[src/rtl/instr_bus_pkg.sv]
//////////////////////////////
// Instruction bus constants
// Address and data widths plus word alignment
//////////////////////////////

`default_nettype none

package instr_bus_pkg;

  // Bus widths
  localparam int unsigned ADDR_W = 32;
  localparam int unsigned DATA_W = 32;

  // Byte step between two sequential word fetches
  localparam int unsigned WORD_BYTES = 4;

  // Clears the byte offset inside a word
  // Only word fetches are issued, no halfword alignment
  localparam logic [ADDR_W-1:0] WORD_ALIGN_MASK = ~(ADDR_W'(WORD_BYTES - 1));

endpackage

`default_nettype wire

[src/rtl/prefetch_pkg.sv]
//////////////////////////////
// Prefetch buffer constants
// Counter width and reset fetch address
//////////////////////////////

`default_nettype none

package prefetch_pkg;

  //////////////////////////////
  // Occupancy counters
  //////////////////////////////

  // Width of the FIFO fill level and of the outstanding transfer count
  // Three bits hold the value DEPTH itself for depths up to 4
  localparam int unsigned FIFO_CNT_W = 3;

  //////////////////////////////
  // Fetch address
  //////////////////////////////

  // Address held until the fetch stage issues its first branch
  // The core boots with a branch to its start address
  localparam logic [31:0] RESET_FETCH_ADDR = 32'h0000_0000;

endpackage

`default_nettype wire

[src/rtl/prefetch_controller.sv]
//////////////////////////////
// Prefetch controller
// Issues word fetches, bounds outstanding transfers
// and flushes responses of the old stream on a branch
//////////////////////////////

`timescale 1ns/1ps
`default_nettype none

module prefetch_controller #(
  parameter int unsigned DEPTH = 4
) (
  input  logic                                clk,
  input  logic                                rst_n,
  // Fetch stage control
  input  logic                                req_i,
  input  logic                                branch_i,
  input  logic [instr_bus_pkg::ADDR_W-1:0]    branch_addr_i,
  output logic                                busy_o,
  // Transfer request towards the issue stage
  output logic                                trans_valid_o,
  input  logic                                trans_ready_i,
  output logic [instr_bus_pkg::ADDR_W-1:0]    trans_addr_o,
  // Bus response, always accepted
  input  logic                                resp_valid_i,
  // Fetch FIFO side
  output logic                                fifo_push_o,
  input  logic [prefetch_pkg::FIFO_CNT_W-1:0] fifo_cnt_i
);

  import instr_bus_pkg::*;
  import prefetch_pkg::*;

  // FSM encoding
  localparam logic ST_IDLE        = 1'b0;
  localparam logic ST_BRANCH_WAIT = 1'b1;

  // DEPTH at counter widths
  localparam logic [FIFO_CNT_W:0]   DEPTH_SUM = (FIFO_CNT_W + 1)'(DEPTH);
  localparam logic [FIFO_CNT_W-1:0] DEPTH_CNT = FIFO_CNT_W'(DEPTH);

  logic                  state_q;
  logic                  state_d;
  logic [FIFO_CNT_W-1:0] cnt_q;
  logic [FIFO_CNT_W-1:0] cnt_d;
  logic [FIFO_CNT_W-1:0] flush_cnt_q;
  logic [FIFO_CNT_W-1:0] flush_cnt_d;
  logic [FIFO_CNT_W:0]   occupancy;
  logic                  flush_active;
  logic                  trans_fire;
  logic [ADDR_W-1:0]     trans_addr_q;
  logic [ADDR_W-1:0]     trans_addr_incr;
  logic [ADDR_W-1:0]     aligned_branch_addr;

  //////////////////////////////
  // Request generation
  //////////////////////////////

  // Words in the FIFO plus words still on their way
  assign occupancy = {1'b0, fifo_cnt_i} + {1'b0, cnt_q};

  // No request unless every response is sure to find a FIFO slot
  assign trans_valid_o = req_i && (occupancy < DEPTH_SUM);
  assign trans_fire    = trans_valid_o && trans_ready_i;

  // Busy while anything is in flight or about to be issued
  assign busy_o = (cnt_q != '0) || trans_valid_o;

  // Word fetches only
  assign aligned_branch_addr = branch_addr_i & WORD_ALIGN_MASK;
  assign trans_addr_incr     = trans_addr_q + ADDR_W'(WORD_BYTES);

  // Address select and branch replay
  always_comb begin
    state_d      = state_q;
    trans_addr_o = trans_addr_q;
    case (state_q)
      ST_IDLE: begin
        trans_addr_o = branch_i ? aligned_branch_addr : trans_addr_incr;
        // Keep offering the target until the issue stage takes it
        if (branch_i && !trans_fire) begin
          state_d = ST_BRANCH_WAIT;
        end
      end
      ST_BRANCH_WAIT: begin
        // A newer branch replaces the waiting target
        trans_addr_o = branch_i ? aligned_branch_addr : trans_addr_q;
        if (trans_fire) begin
          state_d = ST_IDLE;
        end
      end
      default: begin
        state_d = ST_IDLE;
      end
    endcase
  end

  //////////////////////////////
  // Outstanding and flush counts
  //////////////////////////////

  // Counts up on an accepted transfer and down on a response
  always_comb begin
    cnt_d = cnt_q;
    if (trans_fire && !resp_valid_i) begin
      cnt_d = cnt_q + 1'b1;
    end else if (!trans_fire && resp_valid_i) begin
      cnt_d = cnt_q - 1'b1;
    end
  end

  assign flush_active = (flush_cnt_q != '0);

  // Every transfer outstanding at the branch belongs to the old stream
  // Words already in the FIFO are dropped there
  always_comb begin
    flush_cnt_d = flush_cnt_q;
    if (branch_i) begin
      flush_cnt_d = cnt_q;
      // Response in the branch cycle is dropped right away
      if (resp_valid_i && (cnt_q != '0)) begin
        flush_cnt_d = cnt_q - 1'b1;
      end
    end else if (resp_valid_i && flush_active) begin
      flush_cnt_d = flush_cnt_q - 1'b1;
    end
  end

  // Stale responses never reach the FIFO
  assign fifo_push_o = resp_valid_i && !(branch_i || flush_active);

  //////////////////////////////
  // Registers
  //////////////////////////////

  always_ff @(posedge clk or negedge rst_n) begin
    if (!rst_n) begin
      state_q      <= ST_IDLE;
      cnt_q        <= '0;
      flush_cnt_q  <= '0;
      trans_addr_q <= RESET_FETCH_ADDR;
    end else begin
      state_q     <= state_d;
      cnt_q       <= cnt_d;
      flush_cnt_q <= flush_cnt_d;
      // Last issued or pending branch address
      if (branch_i || trans_fire) begin
        trans_addr_q <= trans_addr_o;
      end
    end
  end

  //////////////////////////////
  // Assertions
  //////////////////////////////

  a_cnt_bound: assert property (@(posedge clk) disable iff (!rst_n)
    cnt_q <= DEPTH_CNT)
    else $error("Outstanding transfer count above DEPTH");

  // Count stays at the limit unless a response frees a slot
  a_no_issue_at_limit: assert property (@(posedge clk) disable iff (!rst_n)
    ((cnt_q == DEPTH_CNT) && !resp_valid_i) |=> (cnt_q == DEPTH_CNT))
    else $error("Transfer accepted with DEPTH transfers outstanding");

  // Flushed responses are always a subset of the outstanding ones
  a_flush_bound: assert property (@(posedge clk) disable iff (!rst_n)
    flush_cnt_q <= cnt_q)
    else $error("Flush count above outstanding count");

endmodule

`default_nettype wire

[src/rtl/bus_issue_stage.sv]
//////////////////////////////
// Bus issue stage
// One request register in front of the OBI instruction bus
//////////////////////////////

`timescale 1ns/1ps
`default_nettype none

module bus_issue_stage (
  input  logic                             clk,
  input  logic                             rst_n,
  // Transfer request from the controller
  input  logic                             trans_valid_i,
  input  logic [instr_bus_pkg::ADDR_W-1:0] trans_addr_i,
  output logic                             trans_ready_o,
  // OBI address phase
  output logic                             instr_req_o,
  output logic [instr_bus_pkg::ADDR_W-1:0] instr_addr_o,
  input  logic                             instr_gnt_i
);

  import instr_bus_pkg::*;

  logic              req_q;
  logic [ADDR_W-1:0] addr_q;
  logic              grant;
  logic              accept;

  //////////////////////////////
  // Handshake
  //////////////////////////////

  // Held request leaves the register this cycle
  assign grant = req_q && instr_gnt_i;

  // Free slot, or the slot frees up on grant
  assign trans_ready_o = !req_q || grant;
  assign accept        = trans_valid_i && trans_ready_o;

  //////////////////////////////
  // Request register
  //////////////////////////////

  always_ff @(posedge clk or negedge rst_n) begin
    if (!rst_n) begin
      req_q <= 1'b0;
    end else if (accept) begin
      req_q <= 1'b1;
    end else if (grant) begin
      req_q <= 1'b0;
    end
  end

  // Address only loads on accept, so it stays put until grant
  always_ff @(posedge clk) begin
    if (accept) begin
      addr_q <= trans_addr_i;
    end
  end

  // Bus driven straight from the register, no path from gnt to req
  assign instr_req_o  = req_q;
  assign instr_addr_o = addr_q;

  //////////////////////////////
  // Assertions
  //////////////////////////////

  a_req_hold: assert property (@(posedge clk) disable iff (!rst_n)
    (instr_req_o && !instr_gnt_i) |=> instr_req_o)
    else $error("Request dropped before grant");

  a_addr_stable: assert property (@(posedge clk) disable iff (!rst_n)
    (instr_req_o && !instr_gnt_i) |=> $stable(instr_addr_o))
    else $error("Bus address changed before grant");

endmodule

`default_nettype wire

[src/rtl/fetch_fifo.sv]
//////////////////////////////
// Fetch FIFO
// Buffers returned instruction words and
// tracks the address of the word at its output
//////////////////////////////

`timescale 1ns/1ps
`default_nettype none

module fetch_fifo #(
  parameter int unsigned DEPTH = 4
) (
  input  logic                                clk,
  input  logic                                rst_n,
  // Write side, from the bus response
  input  logic                                push_i,
  input  logic [instr_bus_pkg::DATA_W-1:0]    push_data_i,
  // Read side, towards the fetch stage
  input  logic                                pop_i,
  output logic                                valid_o,
  output logic [instr_bus_pkg::DATA_W-1:0]    rdata_o,
  output logic [instr_bus_pkg::ADDR_W-1:0]    addr_o,
  // Branch flush
  input  logic                                flush_i,
  input  logic [instr_bus_pkg::ADDR_W-1:0]    flush_addr_i,
  output logic [prefetch_pkg::FIFO_CNT_W-1:0] cnt_o
);

  import instr_bus_pkg::*;
  import prefetch_pkg::*;

  localparam int unsigned           PTR_W    = (DEPTH > 1) ? $clog2(DEPTH) : 1;
  localparam logic [PTR_W-1:0]      LAST_PTR = PTR_W'(DEPTH - 1);
  localparam logic [FIFO_CNT_W-1:0] FULL_CNT = FIFO_CNT_W'(DEPTH);

  logic [DATA_W-1:0]     mem_q [DEPTH];
  logic [PTR_W-1:0]      rd_ptr_q;
  logic [PTR_W-1:0]      wr_ptr_q;
  logic [FIFO_CNT_W-1:0] cnt_q;
  logic [ADDR_W-1:0]     addr_q;
  logic                  do_pop;

  // Pointer step with wrap, DEPTH need not be a power of two
  function automatic logic [PTR_W-1:0] ptr_next(input logic [PTR_W-1:0] ptr);
    ptr_next = (ptr == LAST_PTR) ? '0 : ptr + 1'b1;
  endfunction

  assign valid_o = (cnt_q != '0);
  assign do_pop  = pop_i && valid_o;

  //////////////////////////////
  // Storage
  //////////////////////////////

  // Controller masks pushes during a flush
  always_ff @(posedge clk) begin
    if (push_i && !flush_i) begin
      mem_q[wr_ptr_q] <= push_data_i;
    end
  end

  //////////////////////////////
  // Pointers, count, address
  //////////////////////////////

  always_ff @(posedge clk or negedge rst_n) begin
    if (!rst_n) begin
      rd_ptr_q <= '0;
      wr_ptr_q <= '0;
      cnt_q    <= '0;
      addr_q   <= RESET_FETCH_ADDR;
    end else if (flush_i) begin
      // Branch drops all words and restarts at the target
      rd_ptr_q <= '0;
      wr_ptr_q <= '0;
      cnt_q    <= '0;
      addr_q   <= flush_addr_i & WORD_ALIGN_MASK;
    end else begin
      if (push_i) begin
        wr_ptr_q <= ptr_next(wr_ptr_q);
      end
      if (do_pop) begin
        rd_ptr_q <= ptr_next(rd_ptr_q);
        addr_q   <= addr_q + ADDR_W'(WORD_BYTES);
      end
      if (push_i && !do_pop) begin
        cnt_q <= cnt_q + 1'b1;
      end else if (!push_i && do_pop) begin
        cnt_q <= cnt_q - 1'b1;
      end
    end
  end

  assign rdata_o = mem_q[rd_ptr_q];
  assign addr_o  = addr_q;
  assign cnt_o   = cnt_q;

  // Controller's occupancy limit keeps a full FIFO from being written
  a_no_push_full: assert property (@(posedge clk) disable iff (!rst_n)
    (cnt_q == FULL_CNT) |-> !push_i)
    else $error("Push into full fetch FIFO");

endmodule

`default_nettype wire

[src/rtl/prefetch_buffer.sv]
//////////////////////////////
// Prefetch buffer top
// Controller, bus issue stage and fetch FIFO
//////////////////////////////

`timescale 1ns/1ps
`default_nettype none

module prefetch_buffer #(
  parameter int unsigned DEPTH = 4
) (
  input  logic                             clk,
  input  logic                             rst_n,
  // Fetch stage
  input  logic                             fetch_req_i,
  input  logic                             branch_i,
  input  logic [instr_bus_pkg::ADDR_W-1:0] branch_addr_i,
  input  logic                             fetch_ready_i,
  output logic                             fetch_valid_o,
  output logic [instr_bus_pkg::DATA_W-1:0] fetch_rdata_o,
  output logic [instr_bus_pkg::ADDR_W-1:0] fetch_addr_o,
  output logic                             busy_o,
  // OBI instruction bus
  output logic                             instr_req_o,
  output logic [instr_bus_pkg::ADDR_W-1:0] instr_addr_o,
  input  logic                             instr_gnt_i,
  input  logic                             instr_rvalid_i,
  input  logic [instr_bus_pkg::DATA_W-1:0] instr_rdata_i
);

  import instr_bus_pkg::*;
  import prefetch_pkg::*;

  // Controller to issue stage
  logic              trans_valid;
  logic              trans_ready;
  logic [ADDR_W-1:0] trans_addr;

  // Controller and FIFO
  logic                  fifo_push;
  logic                  fifo_pop;
  logic [FIFO_CNT_W-1:0] fifo_cnt;

  // Fetch stage takes a word
  assign fifo_pop = fetch_valid_o && fetch_ready_i;

  prefetch_controller #(
    .DEPTH (DEPTH)
  ) ctrl_i (
    .clk           (clk),
    .rst_n         (rst_n),
    .req_i         (fetch_req_i),
    .branch_i      (branch_i),
    .branch_addr_i (branch_addr_i),
    .busy_o        (busy_o),
    .trans_valid_o (trans_valid),
    .trans_ready_i (trans_ready),
    .trans_addr_o  (trans_addr),
    .resp_valid_i  (instr_rvalid_i),
    .fifo_push_o   (fifo_push),
    .fifo_cnt_i    (fifo_cnt)
  );

  bus_issue_stage issue_i (
    .clk           (clk),
    .rst_n         (rst_n),
    .trans_valid_i (trans_valid),
    .trans_addr_i  (trans_addr),
    .trans_ready_o (trans_ready),
    .instr_req_o   (instr_req_o),
    .instr_addr_o  (instr_addr_o),
    .instr_gnt_i   (instr_gnt_i)
  );

  // Branch flushes the FIFO directly
  fetch_fifo #(
    .DEPTH (DEPTH)
  ) fifo_i (
    .clk          (clk),
    .rst_n        (rst_n),
    .push_i       (fifo_push),
    .push_data_i  (instr_rdata_i),
    .pop_i        (fifo_pop),
    .valid_o      (fetch_valid_o),
    .rdata_o      (fetch_rdata_o),
    .addr_o       (fetch_addr_o),
    .flush_i      (branch_i),
    .flush_addr_i (branch_addr_i),
    .cnt_o        (fifo_cnt)
  );

endmodule

`default_nettype wire

[config.mk]
export PLATFORM = sky130hd
export DESIGN_NAME = prefetch_buffer
export DESIGN_NICKNAME = d
export VERILOG_FILES = /design/src/rtl/instr_bus_pkg.sv /design/src/rtl/prefetch_pkg.sv /design/src/rtl/prefetch_controller.sv /design/src/rtl/bus_issue_stage.sv /design/src/rtl/fetch_fifo.sv /design/src/rtl/prefetch_buffer.sv
export SDC_FILE = /design/constraint.sdc
export NUM_CORES = 1
export LEC_CHECK = 0
export ABC_AREA = 1
export CAP_MARGIN = 15
export CORE_AREA = 2 2 178 127
export DETAILED_ROUTE_END_ITERATION = 12
export DIE_AREA = 0 0 180 129
export DONT_BUFFER_PORTS = 1
export PLACE_DENSITY = 0.66
export SYNTH_ARGS = -nofsm -noshare
export SYNTH_HDL_FRONTEND = slang
export SYNTH_SLANG_ARGS = --single-unit
[constraint.sdc]
create_clock -name clk -period 2.7 [get_ports clk]
set_input_delay 0.54 -clock clk [delete_from_list [all_inputs] [get_ports clk]]
set_output_delay 0.54 -clock clk [all_outputs]
set_load 0.005 [all_outputs]
==> results of run 1 <==
[final cells by class]
type                       count  area, um2
fill                        1835       9020
sequential                   237       6730
multi-input combinational    799       3920
clock buffer                  36        708
inverter                     106        404
tap                          282        353
timing repair buffer          15        198
clock inverter                 8        119
[final timing paths]
kind                                                 endpoint  slack, ns  cells after the start
min reg2reg                ctrl_i.trans_addr_q[0]$_DFFE_PN0P_       0.48                      2
min                        ctrl_i.trans_addr_q[0]$_DFFE_PN0P_       0.08                      1
max in group asynchronous         fifo_i.cnt_o[0]$_DFFE_PN0P_       1.76                      2
max                                          fetch_rdata_o[0]       0.21                      3
max reg2reg                ctrl_i.trans_addr_q[7]$_DFFE_PN0P_       0.31                      9
min in group asynchronous  ctrl_i.trans_addr_q[8]$_DFFE_PN0P_       0.61                      2
[Yosys cell counts (all sizes together)]
| cell | number |
|---|---|
| o22ai | 35 |
| or2 | 3 |
| buf | 18 |
| nor4 | 1 |
| o21ai | 129 |
| o221ai | 2 |
| ha | 15 |
| nand2 | 290 |
| nand4 | 10 |
| a31oi | 6 |
| inv | 105 |
| o21bai | 4 |
| edfxtp | 160 |
| nor2 | 163 |
| o31ai | 1 |
| xor2 | 13 |
| dfrtp | 77 |
| nand3b | 2 |
| o311ai | 1 |
| nor3 | 8 |
| xnor2 | 5 |
| clkbuf | 23 |
| o211ai | 17 |
| nand3 | 73 |
| clkinv | 1 |
| fa | 1 |
| and3 | 1 |
| a31o | 1 |
| conb | 1 |
| a21oi | 16 |
[cell usage in the layout (no fill, tap or decap), drive strengths merged]
| master | count |
|---|---|
| a31oi | 6 |
| or2 | 3 |
| o311ai | 1 |
| o22ai | 35 |
| nor2 | 163 |
| nor4 | 1 |
| nand2 | 290 |
| a31o | 1 |
| xnor2 | 5 |
| buf | 14 |
| and3 | 1 |
| nand4 | 10 |
| o221ai | 2 |
| o31ai | 1 |
| conb | 2 |
| clkbuf | 36 |
| a21oi | 16 |
| bufinv | 3 |
| dfrtp | 77 |
| dlygate4sd3 | 1 |
| nor3 | 8 |
| nand3 | 73 |
| clkinv | 3 |
| fa | 1 |
| ha | 15 |
| o21bai | 4 |
| nand3b | 2 |
| edfxtp | 160 |
| inv | 106 |
| clkinvlp | 2 |
| xor2 | 13 |
| o21ai | 129 |
| o211ai | 17 |
[worst reg2reg max path, delay by kind of cell (launching register included)]
| kind | cells | cell delay, ns |
|---|---|---|
| buffers and inverters | 2 | 0.33 |
| adders and majority gates | 1 | 0.30 |
| DFF | 1 | 0.44 |
| AOI/OAI and AO/OA | 2 | 0.31 |
| and+or+nand+nor | 4 | 0.86 |
[repair_timing]
| item | 4_1_cts | 5_1_grt |
|---|---|---|
| endpoints found under the hold margin | 77 | 0 |
| gates resized for setup | 0 | 1 |
| hold buffers | 2 | 0 |
| setup endpoints to repair | 0 | 19 |
[state kept, by name, summed over array words and instances (netlist names), 2 cells and up]
signal / flops
issue_i.instr_addr_o: 32
fifo_i.wr_ptr_q: 2
fifo_i.addr_o: 30
fifo_i.mem_q: 128
ctrl_i.cnt_q: 3
fifo_i.rd_ptr_q: 2
ctrl_i.trans_addr_q: 32
fifo_i.cnt_o: 3
ctrl_i.flush_cnt_q: 3
[logic make-up after synthesis]
| family | after synthesis | synth area share, % |
|---|---|---|
| other | 1 | 0.0334 |
| buffers and inverters | 147 | 5.53 |
| XOR/XNOR | 18 | 1.40 |
| flip-flops | 237 | 59.9 |
| adder cells (fa/ha/maj) | 16 | 1.85 |
| AO/OA/AOI/OAI | 212 | 10.8 |
| AND/OR/NAND/NOR | 551 | 20.5 |
[power breakdown]
part	leakage [uW]	switching [uW]	internal (uW)	total, uW
clock network	0.000398	1390	2100	3490
registers	0.00240	687	4600	5290
logic	0.00209	1940	887	2820
total	0.00489	4010	7590	11600
[routing by layer]
metal  GRT usage [%]  vias to the layer above  routed length, um
met1            37.2                     3946              13400
li1                -                     4011                  -
met5               0                        -                  0
met4            5.12                        0                469
met3            9.28                       33               3470
met2            33.3                      371              11500
[through the flow]
stage          TNS [ns]  power [uW]  util, %  std cells
2_1_floorplan     -7.14        7260        -       1183
3_3_place_gp          0        8030     53.9       1437
3_5_place_dp          0        8110     53.9       1437
4_1_cts               0       11600     58.0       1483
5_1_grt               0       12300     58.0       1483
6_report              0       11600     58.0       1483
==> results.py, run 1 <==
metrics = {
    "global_route": {
        "grt_max_degree": 78,
        "grt.overflow.total": 0,
        "antenna_found_initial": 0,
        "grt_pass1_vias": 7501,
        "gr-usage-all-layers_pct": 24.5,
        "grt_pass1_wl_mm": 43.9,
    },
    "sta": {
        "drv_slew": 0,
        "fin_crit_sh_pct": 92.2,
        "hold_violations": 0,
        "whs_ns": 0.0841,
        "clock.fmax_mhz": 402,
        "skew_ns": 0.0131,
        "slew-limit-headroom_pct": 50.8,
        "final-setup-viol-count": 0,
        "tightest_slew_ns": 0.738,
        "setup_ws_ns": 0.211,
        "period_minus_slack_ns": 2.49,
        "grt_setup_unrepaired": "no",
    },
    "critical_path": {
        "worstSetupStartpointType": "flop",
        "crit_slowest_cell": "buf_4",
        "reg2reg_from": "ctrl_i.cnt_q[1]$_DFFE_PN0P_",
        "crit_path_end_kind": "primary output",
        "path_buf_inv": 1,
        "crit_arrival_ns": 1.95,
        "crit_start": "fifo_i.rd_ptr_q[0]$_DFFE_PN0N_",
        "path_cells": "buf_4 > o21ai_0 > o22ai_1",
        "slowest_delay_ns": 0.52,
        "cp_max_fo": 67,
        "crit_family": "buffers and inverters",
        "worst-setup-path-type": "flop to primary output",
        "required_ns": 2.16,
    },
    "floorplanning": {
        "start_util_pct": 52.4,
        "dieHeight_um": 129,
        "floorplan.rows": 45,
        "top_level_ports": 170,
        "design.core.area_um2": 21500,
        "dieArea_um2": 23200,
        "chipWidth_um": 180,
    },
    "synthesis": {
        "ys_seq_area_share_pct": 59.9,
        "syn_inst": 1182,
        "yosysUniqueCellTypes": 47,
        "synth_seq_cells": 237,
        "syn_area_per_cell_um2": 9.51,
        "yosysTopAreaCell": "edfxtp_1",
        "synth_area_leaders": "edfxtp_1 43%, dfrtp_1 17%, nand2_1 9.5%, nor2_1 5.0%, o21ai_0 4.7%",
        "mappedNetlistArea_um2": 11200,
        "yosysWarnings": 0,
        "synth_top_area_share_pct": 42.8,
    },
    "cts": {
        "cts-root-buf": "clkbuf_16",
        "clk_pin_slew_ns": 0.06,
        "cts_made_buffers": 24,
        "insertion_delay_ns": 0.52,
        "cts_sinks": 237,
        "postCtsSetupRepairBufs": 0,
        "cts_tree": "built",
        "clockBufferDepth": 3,
        "cts_max_level": 1,
    },
    "route": {
        "via_per_inst": 5.64,
        "antenna_left": 0,
        "wl_mm": 28.8,
        "vias": 8361,
        "drcViolationCount": 0,
        "drt_iter0_drc": 763,
        "drtPass1Iterations": 6,
        "post_drt_wl_per_cell_um": 19.4,
    },
    "power": {
        "ir_worst_vdd_uv": 660,
        "powerDensity_nw_per_um2": 933,
        "p_leak_uw": 0.00489,
    },
    "cells_and_area": {
        "syn2layout_area_growth_pct": 10.7,
        "diodes": 0,
        "finish.net_count": 1270,
        "stdcell_area_um2": 12400,
        "drive_above_1_share_pct": 7.91,
    },
    "place": {
        "place_congestion": 0.949,
        "hpwl_mm": 19.6,
        "portBuffers": 0,
        "preCtsSetupSlack_ns": 0.366,
        "post_dp_cell_area_um2": 11600,
    },
    "flow_run": {
        "drv_cap": 0,
    },
    "run_status": {
        "status": "completed",
    },
    "worst_hold_path": {
        "min_path_type": "input pin to flop",
        "hp-start": "branch_i",
    },
}
Note: power is estimated with default switching activity, not from simulation.
==> run 2, diff against run 1 <==
==> constraint.sdc (replaced) <==
create_clock -name clk -period 2.7 [get_ports clk]
set_input_delay 0.27 -clock clk [delete_from_list [all_inputs] [get_ports clk]]
set_output_delay 0.27 -clock clk [all_outputs]
set_load 0.005 [all_outputs]
==> run 2 against run 1 <==
Net effect:
- register-to-register slack improved by 0.28 ns
- non-clock buffer count rose by 59
- combinational power rose by 4%
- routed wire length rose by 2.4%
- total power fell by 1.6%
- sequential share of layout area fell by 2.2 points
- worst hold slack got worse by 0.070 ns
- critical path type unchanged
- highest routed layer unchanged
==> results.py, run 2 (same netlist as run 1, synthesis figures left out) <==
metrics = {
    "global_route": {
        "grt_pass1_wl_mm": 45.5,
        "grt_max_degree": 78,
        "grt.overflow.total": 0,
        "antenna_found_initial": 1,
        "grt_pass1_vias": 7877,
        "gr-usage-all-layers_pct": 25.4,
    },
    "route": {
        "vias": 8586,
        "post_drt_wl_per_cell_um": 19.2,
        "drtPass1Iterations": 5,
        "wl_mm": 29.5,
        "drcViolationCount": 0,
        "via_per_inst": 5.57,
        "antenna_left": 0,
        "drt_iter0_drc": 990,
    },
    "worst_hold_path": {
        "hp-start": "branch_i",
        "min_path_type": "input pin to flop",
    },
    "sta": {
        "final-setup-viol-count": 0,
        "finalSetupTns_ns": 0,
        "setup_ws_ns": 0.458,
        "fin_crit_sh_pct": 83.0,
        "drv_slew": 0,
        "tightest_slew_ns": 0.677,
        "skew_ns": 0.0123,
        "clock.fmax_mhz": 446,
        "slew-limit-headroom_pct": 54.9,
        "period_minus_slack_ns": 2.24,
        "hold_violations": 0,
        "grt_setup_unrepaired": "no",
    },
    "cts": {
        "cts_sinks": 237,
        "cts_made_buffers": 24,
        "postCtsSetupRepairBufs": 0,
        "cts-root-buf": "clkbuf_16",
        "clk_pin_slew_ns": 0.06,
        "insertion_delay_ns": 0.51,
        "cts_tree": "built",
        "clockBufferDepth": 3,
        "cts_max_level": 1,
    },
    "cells_and_area": {
        "finish.net_count": 1329,
        "multi_input_area_um2": 3920,
        "layout_commonest_cell": "nand2_1",
        "drive_above_1_share_pct": 7.54,
        "max_flop_register": "fifo_i.mem_q",
        "diodes": 0,
        "final_cell_mix": "285 x nand2_1, 160 x edfxtp_1, 147 x nor2_1",
        "syn2layout_area_growth_pct": 15.3,
        "seqCellArea_um2": 6730,
        "num-fill-cells": 1796,
        "largest_register_ff_count": 128,
    },
    "critical_path": {
        "slowest_delay_ns": 0.52,
        "worstSetupStartpointType": "flop",
        "crit_arrival_ns": 1.97,
        "worst-setup-path-type": "flop to primary output",
        "cp_max_fo": 67,
        "crit_slowest_cell": "buf_4",
        "crit_start": "fifo_i.rd_ptr_q[0]$_DFFE_PN0N_",
        "reg2reg_from": "fifo_i.cnt_o[2]$_DFFE_PN0P_",
        "crit_path_end_kind": "primary output",
        "required_ns": 2.43,
        "path_cells": "buf_4 > o21ai_0 > o22ai_1",
    },
    "flow_run": {
        "drv_cap": 0,
    },
    "floorplanning": {
        "dieArea_um2": 23200,
        "start_util_pct": 52.4,
        "chipWidth_um": 180,
        "top_level_ports": 170,
        "design.core.area_um2": 21500,
        "dieHeight_um": 129,
        "floorplan.rows": 45,
    },
    "power": {
        "p_leak_uw": 0.00511,
        "ir_worst_vdd_uv": 583,
        "powerDensity_nw_per_um2": 882,
    },
    "place": {
        "place_congestion": 0.957,
        "portBuffers": 0,
        "preCtsSetupSlack_ns": 0.660,
        "hpwl_mm": 19.6,
    },
    "run_status": {
        "status": "completed",
    },
}
## run 2: changes by cell type in the layout (fill, tap and decap cells not counted)
cell           previous run  this run
inv_6                     1         0
buf_4                     8         9
bufinv_16                 3         1
clkinv_1                  2         3
dlygate4sd3_1             1        59
clkinv_2                  1         4
clkbuf_16                26        25
clkbuf_8                  2         3
clkinvlp_4                2         1
## run 2: where the power goes
group | leakage [uW] | total [uW] | switching (uW) | internal (uW)
Combinational | 0.00234 | 2920 | 1980 | 939
Sequential | 0.00240 | 5280 | 683 | 4600
Clock | 0.000372 | 3210 | 1340 | 1880
## run 2: worst paths after layout
check | endpoint | slack, ns | cells after the start
max | fetch_rdata_o[30] | 0.46 | 3
min | ctrl_i.flush_cnt_q[0]$_DFFE_PN0P_ | 0.01 | 4
max reg2reg | fifo_i.addr_o[9]$_DFFE_PN0N_ | 0.59 | 8
min reg2reg | ctrl_i.trans_addr_q[1]$_DFFE_PN0P_ | 0.49 | 2
max in group asynchronous | ctrl_i.trans_addr_q[29]$_DFFE_PN0P_ | 2.04 | 2
min in group asynchronous | ctrl_i.trans_addr_q[4]$_DFFE_PN0P_ | 0.32 | 2
## run 2: repair_timing
item | 4_1_cts | 5_1_grt
hold endpoints to repair | 239 | 0
hold buffers | 61 | 0
resized for setup | 0 | 0
## run 2: through the flow
step	total power (uW)	hold slack [ns]	instance area (um2)	instances	util, %
final	11400	0.0143	13000	1542	60.4
after global routing	12100	0.0263	13000	1542	60.4
after CTS	11500	0.000827	13000	1542	60.4
after detailed placement	8110	-0.0236	11600	1437	53.9
after global placement	8020	-0.0232	11600	1437	53.9
after floorplan	7260	-0.0256	11200	1183	-
## run 2: layer usage
metal | up-vias | share of wire, % | GRT usage (%)
met1 | 4058 | 47 | 40.1
li1 | 4132 | - | -
met5 | - | 0 | 0
met3 | 34 | 11 | 7.47
met4 | 0 | 1.6 | 5.36
met2 | 362 | 40 | 34.3
## run 2: area by class of cell
| class | instances | share of cell area, % |
|---|---|---|
| clock buffers | 36 | 5.38 |
| clock inverters | 8 | 0.502 |
| inverters | 106 | 3.09 |
| multi-input cells | 799 | 30.3 |
| flip-flops and latches | 237 | 52.0 |
| well taps | 282 | 2.72 |
| repair buffers | 74 | 6.07 |
## run 2: critical path, delay by kind of cell (launching register included)
family	cells	cell delay [ns]
DFF	1	0.35
buffers and inverters	1	0.52
AOI/OAI and AO/OA	2	0.53
